==> src/include/video_params.svh <==
`ifndef VIDEO_PARAMS_SVH
`define VIDEO_PARAMS_SVH

// raster coordinate, buffer address and colour widths
`define COORD_W 12
`define ADDR_W 14
`define PIXEL_W 24

// output clocks spent on each RAM word
`define PIXEL_REPEAT 4

// frames kept dark after start
`define WARMUP_FRAMES 3

// clocks from raster position to the output pins
`define OUT_LATENCY 3

`endif

==> src/hw/video_pkg.sv <==
`include "video_params.svh"

package video_pkg;

    typedef logic [`COORD_W-1:0] coord_t;
    typedef logic [`ADDR_W-1:0]  ram_addr_t;
    typedef logic [`PIXEL_W-1:0] pixel_t;

    // static timing set held steady while the engine runs
    typedef struct packed {
        coord_t    h_total;
        coord_t    h_visible;
        coord_t    h_sync_start;
        coord_t    h_sync_width;
        coord_t    h_capture_start;
        coord_t    h_capture_end;
        coord_t    v_total_1;
        coord_t    v_total_2;
        coord_t    v_visible;
        coord_t    v_sync_start;
        coord_t    v_sync_width;
        coord_t    v_capture_start;
        coord_t    v_capture_end;
        logic      h_sync_on;
        logic      v_sync_on;
        ram_addr_t line_length;
        ram_addr_t ram_words;
    } video_config_t;

    typedef struct packed {
        coord_t x;
        coord_t y;
        logic   field;
    } raster_pos_t;

    typedef struct packed {
        pixel_t pixel;
        logic   hsync;
        logic   vsync;
        logic   draw_area;
    } video_out_t;

    typedef enum logic [1:0] {
        SEQ_IDLE,
        SEQ_WARMUP,
        SEQ_ACTIVE
    } seq_state_t;

endpackage

==> src/hw/line_reader.sv <==
`timescale 1ns/1ps
`include "video_params.svh"

module line_reader
    import video_pkg::*;
(
    input  logic          clock,
    input  logic          reset,
    input  logic          run,
    input  video_config_t cfg,
    input  raster_pos_t   pos,
    output ram_addr_t     rdaddr
);

    localparam int REP_W = $clog2(`PIXEL_REPEAT + 1);

    logic [REP_W-1:0] rep_cnt;
    logic [REP_W-1:0] rep_cur;
    ram_addr_t        col;
    ram_addr_t        col_cur;
    ram_addr_t        row_base;
    ram_addr_t        base_cur;
    logic [`ADDR_W:0] base_step;
    logic             line_start;
    logic             first_line;

    ////////////////////////////////////////////////////////////////////////////
    // counter values that apply to the current raster position

    // one buffer line per output line pair
    assign line_start = (pos.x == cfg.h_capture_start)
                     && (pos.y >= cfg.v_capture_start)
                     && !pos.y[0];
    assign first_line = (pos.y == cfg.v_capture_start);
    assign base_step  = {1'b0, row_base} + {1'b0, cfg.line_length};

    always_comb begin
        rep_cur  = rep_cnt;
        col_cur  = col;
        base_cur = row_base;
        if (line_start) begin
            rep_cur = '0;
            col_cur = '0;
            if (first_line) begin
                base_cur = '0;
            end else if (base_step >= {1'b0, cfg.ram_words}) begin
                // wrap at the end of the buffer
                base_cur = '0;
            end else begin
                base_cur = base_step[`ADDR_W-1:0];
            end
        end
    end

    ////////////////////////////////////////////////////////////////////////////
    // state update and address register

    always_ff @(posedge clock or posedge reset) begin
        if (reset) begin
            rep_cnt  <= '0;
            col      <= '0;
            row_base <= '0;
            rdaddr   <= '0;
        end else if (!run) begin
            rep_cnt  <= '0;
            col      <= '0;
            row_base <= '0;
            rdaddr   <= '0;
        end else begin
            row_base <= base_cur;
            rdaddr   <= base_cur + col_cur;
            if (rep_cur == REP_W'(`PIXEL_REPEAT - 1)) begin
                rep_cnt <= '0;
                col     <= (col_cur == cfg.line_length - 1'b1) ? '0 : col_cur + 1'b1;
            end else begin
                rep_cnt <= rep_cur + 1'b1;
                col     <= col_cur;
            end
        end
    end

endmodule

==> src/hw/output_sequencer.sv <==
`timescale 1ns/1ps
`include "video_params.svh"

module output_sequencer
    import video_pkg::*;
(
    input  logic clock,
    input  logic reset,
    input  logic start,
    input  logic frame_start,
    output logic run,
    output logic show,
    output logic full_cycle
);

    localparam int CNT_W = $clog2(`WARMUP_FRAMES + 1);

    seq_state_t       state;
    logic [CNT_W-1:0] frame_cnt;

    always_ff @(posedge clock or posedge reset) begin
        if (reset) begin
            state      <= SEQ_IDLE;
            frame_cnt  <= '0;
            full_cycle <= 1'b0;
        end else begin
            case (state)
                SEQ_IDLE: begin
                    if (start) begin
                        state     <= SEQ_WARMUP;
                        frame_cnt <= '0;
                    end
                end
                SEQ_WARMUP: begin
                    // first pulse ends the partial frame after start
                    if (frame_start) begin
                        if (frame_cnt == CNT_W'(`WARMUP_FRAMES - 1)) begin
                            state      <= SEQ_ACTIVE;
                            full_cycle <= 1'b1;
                        end else begin
                            frame_cnt <= frame_cnt + 1'b1;
                        end
                    end
                end
                SEQ_ACTIVE: begin
                    // only reset leaves this state
                    state <= SEQ_ACTIVE;
                end
                default: begin
                    state <= SEQ_IDLE;
                end
            endcase
        end
    end

    assign run  = (state != SEQ_IDLE);
    assign show = (state == SEQ_ACTIVE);

endmodule

==> src/hw/pixel_output.sv <==
`timescale 1ns/1ps

module pixel_output
    import video_pkg::*;
(
    input  logic          clock,
    input  logic          reset,
    input  video_config_t cfg,
    input  raster_pos_t   pos,
    input  logic          show,
    input  pixel_t        rddata,
    output video_out_t    video
);

    raster_pos_t pos_d1;
    raster_pos_t pos_d2;
    logic        in_window;
    logic        in_visible;

    // match the address register and RAM read delay
    always_ff @(posedge clock) begin
        pos_d1 <= pos;
        pos_d2 <= pos_d1;
    end

    assign in_window = (pos_d2.x >= cfg.h_capture_start)
                    && (pos_d2.x < cfg.h_capture_end)
                    && (pos_d2.y >= cfg.v_capture_start)
                    && (pos_d2.y < cfg.v_capture_end);

    assign in_visible = (pos_d2.x < cfg.h_visible) && (pos_d2.y < cfg.v_visible);

    ////////////////////////////////////////////////////////////////////////////
    // output register for pixel and draw area only

    always_ff @(posedge clock or posedge reset) begin
        if (reset) begin
            video <= '0;
        end else begin
            video.pixel     <= (show && in_window) ? rddata : '0;
            video.draw_area <= show && in_visible;
            video.hsync     <= 1'b0;
            video.vsync     <= 1'b0;
        end
    end

endmodule

==> src/hw/ram2video.sv <==
`timescale 1ns/1ps

module ram2video
    import video_pkg::*;
(
    input  logic          clock,
    input  logic          reset,
    input  logic          start,
    input  video_config_t cfg,

    // line buffer read port
    output ram_addr_t     rdaddr,
    input  pixel_t        rddata,

    // video out
    output pixel_t        video_out,
    output logic          hsync,
    output logic          vsync,
    output logic          draw_area,
    output logic          full_cycle
);

    logic        run;
    logic        show;
    logic        frame_start;
    raster_pos_t pos;
    video_out_t  video;

    output_sequencer u_sequencer (
        .clock       (clock),
        .reset       (reset),
        .start       (start),
        .frame_start (frame_start),
        .run         (run),
        .show        (show),
        .full_cycle  (full_cycle)
    );

    raster_counter u_raster (
        .clock       (clock),
        .reset       (reset),
        .run         (run),
        .cfg         (cfg),
        .pos         (pos),
        .frame_start (frame_start)
    );

    line_reader u_reader (
        .clock  (clock),
        .reset  (reset),
        .run    (run),
        .cfg    (cfg),
        .pos    (pos),
        .rdaddr (rdaddr)
    );

    sync_generator u_sync (
        .clock (clock),
        .reset (reset),
        .cfg   (cfg),
        .pos   (pos),
        .show  (show),
        .hsync (hsync),
        .vsync (vsync)
    );

    pixel_output u_pixel (
        .clock  (clock),
        .reset  (reset),
        .cfg    (cfg),
        .pos    (pos),
        .show   (show),
        .rddata (rddata),
        .video  (video)
    );

    assign video_out = video.pixel;
    assign draw_area = video.draw_area;

endmodule

==> src/hw/raster_counter.sv <==
`timescale 1ns/1ps

module raster_counter
    import video_pkg::*;
(
    input  logic          clock,
    input  logic          reset,
    input  logic          run,
    input  video_config_t cfg,
    output raster_pos_t   pos,
    output logic          frame_start
);

    coord_t v_total;
    logic   x_wrap;
    logic   y_wrap;

    // odd and even fields may differ by a line
    assign v_total = pos.field ? cfg.v_total_2 : cfg.v_total_1;

    assign x_wrap = (pos.x == cfg.h_total - 1'b1);
    assign y_wrap = (pos.y == v_total - 1'b1);

    always_ff @(posedge clock or posedge reset) begin
        if (reset) begin
            pos         <= '0;
            frame_start <= 1'b0;
        end else if (!run) begin
            // park on the capture corner until started
            pos.x       <= cfg.h_capture_start;
            pos.y       <= cfg.v_capture_start;
            pos.field   <= 1'b0;
            frame_start <= 1'b0;
        end else begin
            // registered so it is high exactly while pos is 0,0
            frame_start <= x_wrap && y_wrap;

            if (x_wrap) begin
                pos.x <= '0;
                if (y_wrap) begin
                    pos.y     <= '0;
                    pos.field <= ~pos.field;
                end else begin
                    pos.y <= pos.y + 1'b1;
                end
            end else begin
                pos.x <= pos.x + 1'b1;
            end
        end
    end

endmodule

==> src/hw/sync_generator.sv <==
`timescale 1ns/1ps
`include "video_params.svh"

module sync_generator
    import video_pkg::*;
(
    input  logic          clock,
    input  logic          reset,
    input  video_config_t cfg,
    input  raster_pos_t   pos,
    input  logic          show,
    output logic          hsync,
    output logic          vsync
);

    localparam int LAT = `OUT_LATENCY;

    logic [`COORD_W:0]   h_end;
    logic [`COORD_W:0]   v_end;
    logic                h_on;
    logic                v_on;
    // bit 1 hsync active, bit 0 vsync active
    logic [LAT-1:0][1:0] act_pipe;

    // one extra bit so the end of the pulse cannot overflow
    assign h_end = {1'b0, cfg.h_sync_start} + {1'b0, cfg.h_sync_width};
    assign v_end = {1'b0, cfg.v_sync_start} + {1'b0, cfg.v_sync_width};

    assign h_on = (pos.x >= cfg.h_sync_start) && ({1'b0, pos.x} < h_end);
    assign v_on = (pos.y >= cfg.v_sync_start) && ({1'b0, pos.y} < v_end);

    ////////////////////////////////////////////////////////////////////////////
    // delay to line up with the pixel path

    always_ff @(posedge clock or posedge reset) begin
        if (reset) begin
            act_pipe <= '0;
        end else begin
            act_pipe[0] <= {h_on, v_on};
            for (int i = 1; i < LAT - 1; i++) begin
                act_pipe[i] <= act_pipe[i-1];
            end
            // last stage blanks alongside the pixel path
            act_pipe[LAT-1] <= show ? act_pipe[LAT-2] : 2'b00;
        end
    end

    // polarity from the static config
    assign hsync = act_pipe[LAT-1][1] ? cfg.h_sync_on : ~cfg.h_sync_on;
    assign vsync = act_pipe[LAT-1][0] ? cfg.v_sync_on : ~cfg.v_sync_on;

endmodule

==> config.mk <==
export PLATFORM = sky130hd
export DESIGN_NAME = ram2video
export DESIGN_NICKNAME = d
export VERILOG_FILES = /design/src/hw/video_pkg.sv /design/src/hw/line_reader.sv /design/src/hw/output_sequencer.sv /design/src/hw/pixel_output.sv /design/src/hw/ram2video.sv /design/src/hw/raster_counter.sv /design/src/hw/sync_generator.sv
export VERILOG_INCLUDE_DIRS = /design/src /design/src/include
export SDC_FILE = /design/constraint.sdc
export NUM_CORES = 1
export LEC_CHECK = 0
export BUFFER_PORTS_ARGS = -buffer_cell sky130_fd_sc_hd__buf_2
export CORE_MARGIN = 1.5
export CORE_UTILIZATION = 50
export CTS_BUF_LIST = sky130_fd_sc_hd__clkbuf_2
export DETAILED_ROUTE_END_ITERATION = 10
export PLACE_DENSITY = 0.82
export SKIP_CTS_REPAIR_TIMING = 1
export SLEW_MARGIN = 40
export SYNTH_ARGS = -nofsm -noshare
export SYNTH_HDL_FRONTEND = slang
export SYNTH_SLANG_ARGS = --single-unit
==> constraint.sdc <==
create_clock -name clock -period 6.9 [get_ports clock]
set_input_delay 1.38 -clock clock [delete_from_list [all_inputs] [get_ports clock]]
set_output_delay 1.38 -clock clock [all_outputs]
set_load 0.03 [all_outputs]
======== After elaboration in Yosys (flattened, before gate mapping) ========
Index checks and enable logic that the tools add are counted.
operators by class
  $add $sub $neg .......................... 12
  reductions and logical operators ........ 19
  equality and inequality tests ........... 15
  order comparisons ....................... 12
  multiplexer cells ....................... 31
  bitwise operators ....................... 3
operators with widths
  kind                     number
  $mux W14                 9
  $ge A12 B12 Y1           5
  $eq A12 B12 Y1           4
  $lt A12 B12 Y1           4
  $mux W12                 3
  $add A12 B12 Y13         2
  $lt A12 B13 Y1           2
  $mux W25                 1
  $add A12 B1 Y12 const B  2
  $mux W24                 1
  $sub A12 B1 Y12 const B  2
  $add A14 B14 Y15         1
  $ge A15 B14 Y1           1
  $add A14 B1 Y14 const B  1
  $add A14 B14 Y14         1
  $eq A14 B14 Y1           1
  $mux W2                  7
  $sub A14 B1 Y14 const B  1
  $mux W13                 1
  $logic_and A1 B1 Y1      11
  $mux W3                  3
  $ne A2 B2 Y1 const B     4
  $pmux W2 S3              1
  $reduce_and A3 Y1        2
  14 further kinds         22
storage, ports and cells
  word-level logic and storage cells ...... 112
  register bits ........................... 155
  output and inout port bits .............. 42

======== Logic depth before layout (Yosys ltp) ========
  depth after elaboration ................. 8
  gate-level depth with buffers ........... 30
  mapped depth without buffers ............ 30

======== By module ========
A second synthesis with hierarchy kept.
second synthesis, totals
  cell total of the unflattened synthesis .. 1,515
  area total of the unflattened synthesis .. 13,534.2 sq um
by module, submodules not included
  module            instances  cells an instance  seq. area each (sq um)  area each (sq um)
  line_reader       1          533                1,126.1                 4,519.3
  pixel_output      1          337                1,586.5                 3,711.1
  raster_counter    1          331                650.6                   2,688.8
  sync_generator    1          285                150.1                   2,296.0
  output_sequencer  1          29                 125.1                   319.1

======== Worst setup path before layout ========
OpenSTA, ideal clock, no wires.
  kind .................................... in2reg
  from .................................... input port cfg[14] (netlist name)
  to ...................................... register u_reader.rdaddr[13]
  stages on the path ...................... 29
  slack ................................... -0.078 ns
  arrival ................................. 6.912 ns
  library setup time ...................... 0.066 ns
  cell sequence ........................... ha_1 -> inv_1 -> fa_1 -> nor2b_1 -> o2111ai_1 -> nand3_1 -> a41o_1 -> nor2b_1 -> nor2_1 -> xnor2_1 -> ha_1 -> a21o_1 -> a211o_1 -> a221oi_1 -> o31ai_1 -> a311oi_1 -> clkbuf_1 -> a22oi_1 -> inv_1 -> ha_1 -> a211oi_1 -> o21ai_0 -> nand3_1 -> nand2_1 -> a41o_1 -> o41ai_1 -> o21ai_0 -> or4_1 -> nand2_1
on the way
  longest elaborated chain between the ends .. 7
RTL lines
  element                 line               source
  start: declaration      ram2video.sv:9     input video_config_t cfg,
  $add A14 B14 Y15 *      line_reader.sv:35  assign base_step = {1'b0, row_base} + {1'b0, cfg.line_length};
  $ge A15 B14 Y1          line_reader.sv:46  end else if (base_step >= {1'b0, cfg.ram_words}) begin
  $mux W14 *              line_reader.sv:46
  $mux W14 *              line_reader.sv:44  if (first_line) begin
  $mux W14 *              line_reader.sv:41  if (line_start) begin
  $add A14 B14 Y14 *      line_reader.sv:71  rdaddr <= base_cur + col_cur;
  $mux W14 *              line_reader.sv:64  end else if (!run) begin
  end signal: assignment  line_reader.sv:71
  end: declaration        line_reader.sv:12  output ram_addr_t rdaddr
Mark *: on every way between the ends. The rest lies on a longest branch, timed or not.
A chain may end at the register's enable or synchronous reset.

======== Worst setup path after layout ========
Same ends and word-level chain as after synthesis.

==> results.toml <==
[run_status]
outcome = "finished clean"

[power]
powerDensity_nw_per_um2 = 255
irDropWorstVdd_mv = 0.145
leakage_nw = 7.58
seqPwrFrac = 0.400
internal_power_w = 0.00216
switching_share = 0.429
p_comb_frac = 0.444
switchingPower_w = 0.00162
power.share.clock = 0.156

[place]
post-place-cells = 2030
gp_congestion = 0.946
port_buffers = 254
place_hpwl_um = 27400
dpl_cell_area_um2 = 14500

[logic_synthesis]
synthFlopType = "dfrtp_1"
yosysTopAreaCellShare = 0.209
ys_ff_latch = 155
synth_top_cell_by_area = "dfrtp_1"
synth_fp_nets = 1881
synth_cell_type_count = 81
syn_inst = 1462
synth-edff-count = 0
ys_top_cells_by_count = "ha_1 (202), inv_1 (143), dfrtp_1 (107), nor2_1 (98), nand2_1 (90)"
syn_avg_cell_area_um2 = 8.74
synth_area_leaders = "dfrtp_1 (21%), ha_1 (20%), dfxtp_1 (7.5%), inv_1 (4.2%), xor2_1 (4.1%)"
synth_most_common_cell = "ha_1"
async_flop_share = 0.690
yosysWarnings = 0
syn_area_um2 = 12800
seq_area_frac_synth = 0.285

[setup_path]
cp.required_ns = 7.59
path_max_fanout = 4
critical_path.top_delay_family = "compound AO/OA/AOI/OAI gates"
max_stage_delay_ns = 0.41
path_buf_inv = 4
crit_type = "input port to flip-flop"
worstSetupEndpointType = "flip-flop"
crit_path_frequent_cell = "ha_1"
cp-start-kind = "input port"
cp.arrival_ns = 7.15
cp_slowest_cell = "fa_1"

[grt]
grt_pass1_vias = 11200
grt_pass1_wl_um = 54500
grt_start_max_net_pins = 74
grt.overflow.total = 0
grt_usage = 0.258
antenna_found_initial = 3

[route]
drt_iter0_drc = 874
route.detailed.drc = 0
vias = 11600
wl_per_cell_um = 16.4
drt-total-wl_um = 33900
drtPass1Iterations = 6
vias_per_cell = 5.61
drtAntennaViolNets = 0

[die]
rows = 58
fp.coreArea_um2 = 25100
dieArea_um2 = 26500
dieWidth_um = 163
ios = 255
start_util = 0.509
die_y_um = 163

[cts]
cts.sinks = 155
clk_pin_slew_ns = 0.24
htree_levels = 4
cts_buffer_depth = 2
clock_latency_ns = 0.73
cts_tree = "yes"
cts_made_buffers = 17
root_buffer = "clkbuf_2"

[sta]
fin_crit_ns = 6.46
min_period_over_period = 0.936
maxSlewHeadroom = 0.441
drv_slew = 0
hold_violations = 0
holdWs_ns = 0.320
setup_violations = 0
tightest_slew_ns = 0.837
clock.fmax_ghz = 0.155
rsz0062_at_grt = "no"
fin_skew_ns = 0.0395

[finish]
fin_nets = 2138
drive_above_1_share = 0.202
postLayoutCellArea_um2 = 14800
final-seq-area_um2 = 3640
multi_input_area_um2 = 8420
layoutNonFillerInstCount = 2065
final_core_util = 0.590
areaGrowthSynthToFinish_pct = 16.0
fill_cells = 2242

[run]
max-cap-violations = 0

[worst_hold_path]
hold_path_class = "flip-flop to flip-flop"
-- layout make-up --
cell class	count	area share
flip-flops and latches	155	0.246
well taps	330	0.0279
multi-input cells	1115	0.568
inverters	144	0.0366
clock inverters	12	0.0126
clock buffers	20	0.00675
diodes	3	0.000507
repair buffers	286	0.102
-- metrics by stage --
| stage | power [W] | worst slack [ns] | setup TNS (ns) |
|---|---|---|---|
| 6_report | 0.00378 | 0.440 | 0 |
| 3_5_place_dp | 0.00320 | -0.253 | -0.725 |
| 3_3_place_gp | 0.00309 | -0.0838 | -0.104 |
| 2_1_floorplan | 0.00265 | 0.0892 | 0 |
| 5_1_grt | 0.00412 | 0.0123 | 0 |
| 4_1_cts | 0.00379 | 0.550 | 0 |
-- power groups by stage --
stage | clock [W] | combinational [W] | sequential, W
floorplan | 0 | 0.00129 | 0.00137
global placement | 0 | 0.00158 | 0.00151
detailed placement | 0 | 0.00167 | 0.00153
CTS | 0.000606 | 0.00168 | 0.00150
global route | 0.000642 | 0.00193 | 0.00155
finish | 0.000591 | 0.00168 | 0.00151
-- final timing paths --
check                                          startpoint                       endpoint  slack, ns  cells after the start
min reg2reg                     u_pixel.pos_d1[7]$_DFF_P_      u_pixel.pos_d2[7]$_DFF_P_       0.32                      0
max reg2reg                u_reader.row_base[0]$_DFF_PP0_  u_reader.rdaddr[13]$_DFF_PP0_       0.76                     29
min in group asynchronous                           reset    u_pixel.video[14]$_DFF_PP0_       0.72                      2
max                                               cfg[14]  u_reader.rdaddr[13]$_DFF_PP0_       0.44                     30
max in group asynchronous                           reset    u_raster.pos[0]$_DFFE_PP0P_       5.15                      3
min                             u_pixel.pos_d1[7]$_DFF_P_      u_pixel.pos_d2[7]$_DFF_P_       0.32                      0
-- routing by layer --
layer	GRT usage	routed length (um)
met1	0.338	15100
met2	0.434	15700
met3	0.0402	2170
met4	0.0867	919
met5	0	0
-- flip-flops by register name (all words and copies together) (netlist names), 3 cells and up --
register / flops
u_pixel.pos_d1: 24
u_sync.act_pipe: 6
u_reader.row_base: 14
u_reader.rep_cnt: 3
u_pixel.pos_d2: 24
u_pixel.video: 25
u_reader.rdaddr: 14
u_reader.col: 14
u_raster.pos: 25
-- kinds of logic (layout without fill, tap and decap cells) --
family | after synthesis | after routing | synth area share
other cells | 0 | 3 | 0
flops | 155 | 155 | 0.285
mux | 15 | 15 | 0.0118
simple gates | 425 | 425 | 0.173
compound gates | 351 | 351 | 0.186
fa+ha+maj | 206 | 206 | 0.204
xor+xnor | 118 | 118 | 0.0819
buf+inv | 192 | 462 | 0.0586
-- placed cells by master (no fill, tap or decap), types with 7 or more instances in the layout --
cell type	netlist	layout
mux2i_1	14	14
o21ai_0	72	71
nand2_1	90	90
a22o_1	11	11
or3_1	10	10
xnor2_1	57	57
ha_1	202	201
o21a_1	12	12
buf_2	8	254
or2_2	7	7
clkbuf_2	0	20
o31ai_1	9	9
buf_4	1	31
a221oi_1	11	11
nor2b_1	20	20
o211ai_1	15	15
nor4_1	10	10
dfxtp_1	48	48
a21oi_1	81	81
nand3_1	32	32
nor2_1	98	98
nand2b_1	23	23
dfrtp_1	107	106
a21boi_0	7	7
xor2_1	60	60
nand4_1	18	18
or4_1	7	7
a31oi_1	12	11
and2_1	29	29
and3_1	7	7
nor3_1	27	27
a21o_1	33	33
inv_1	143	142
nor3b_1	30	30
a211oi_1	16	16
Note: power is estimated with default switching activity, not from simulation.
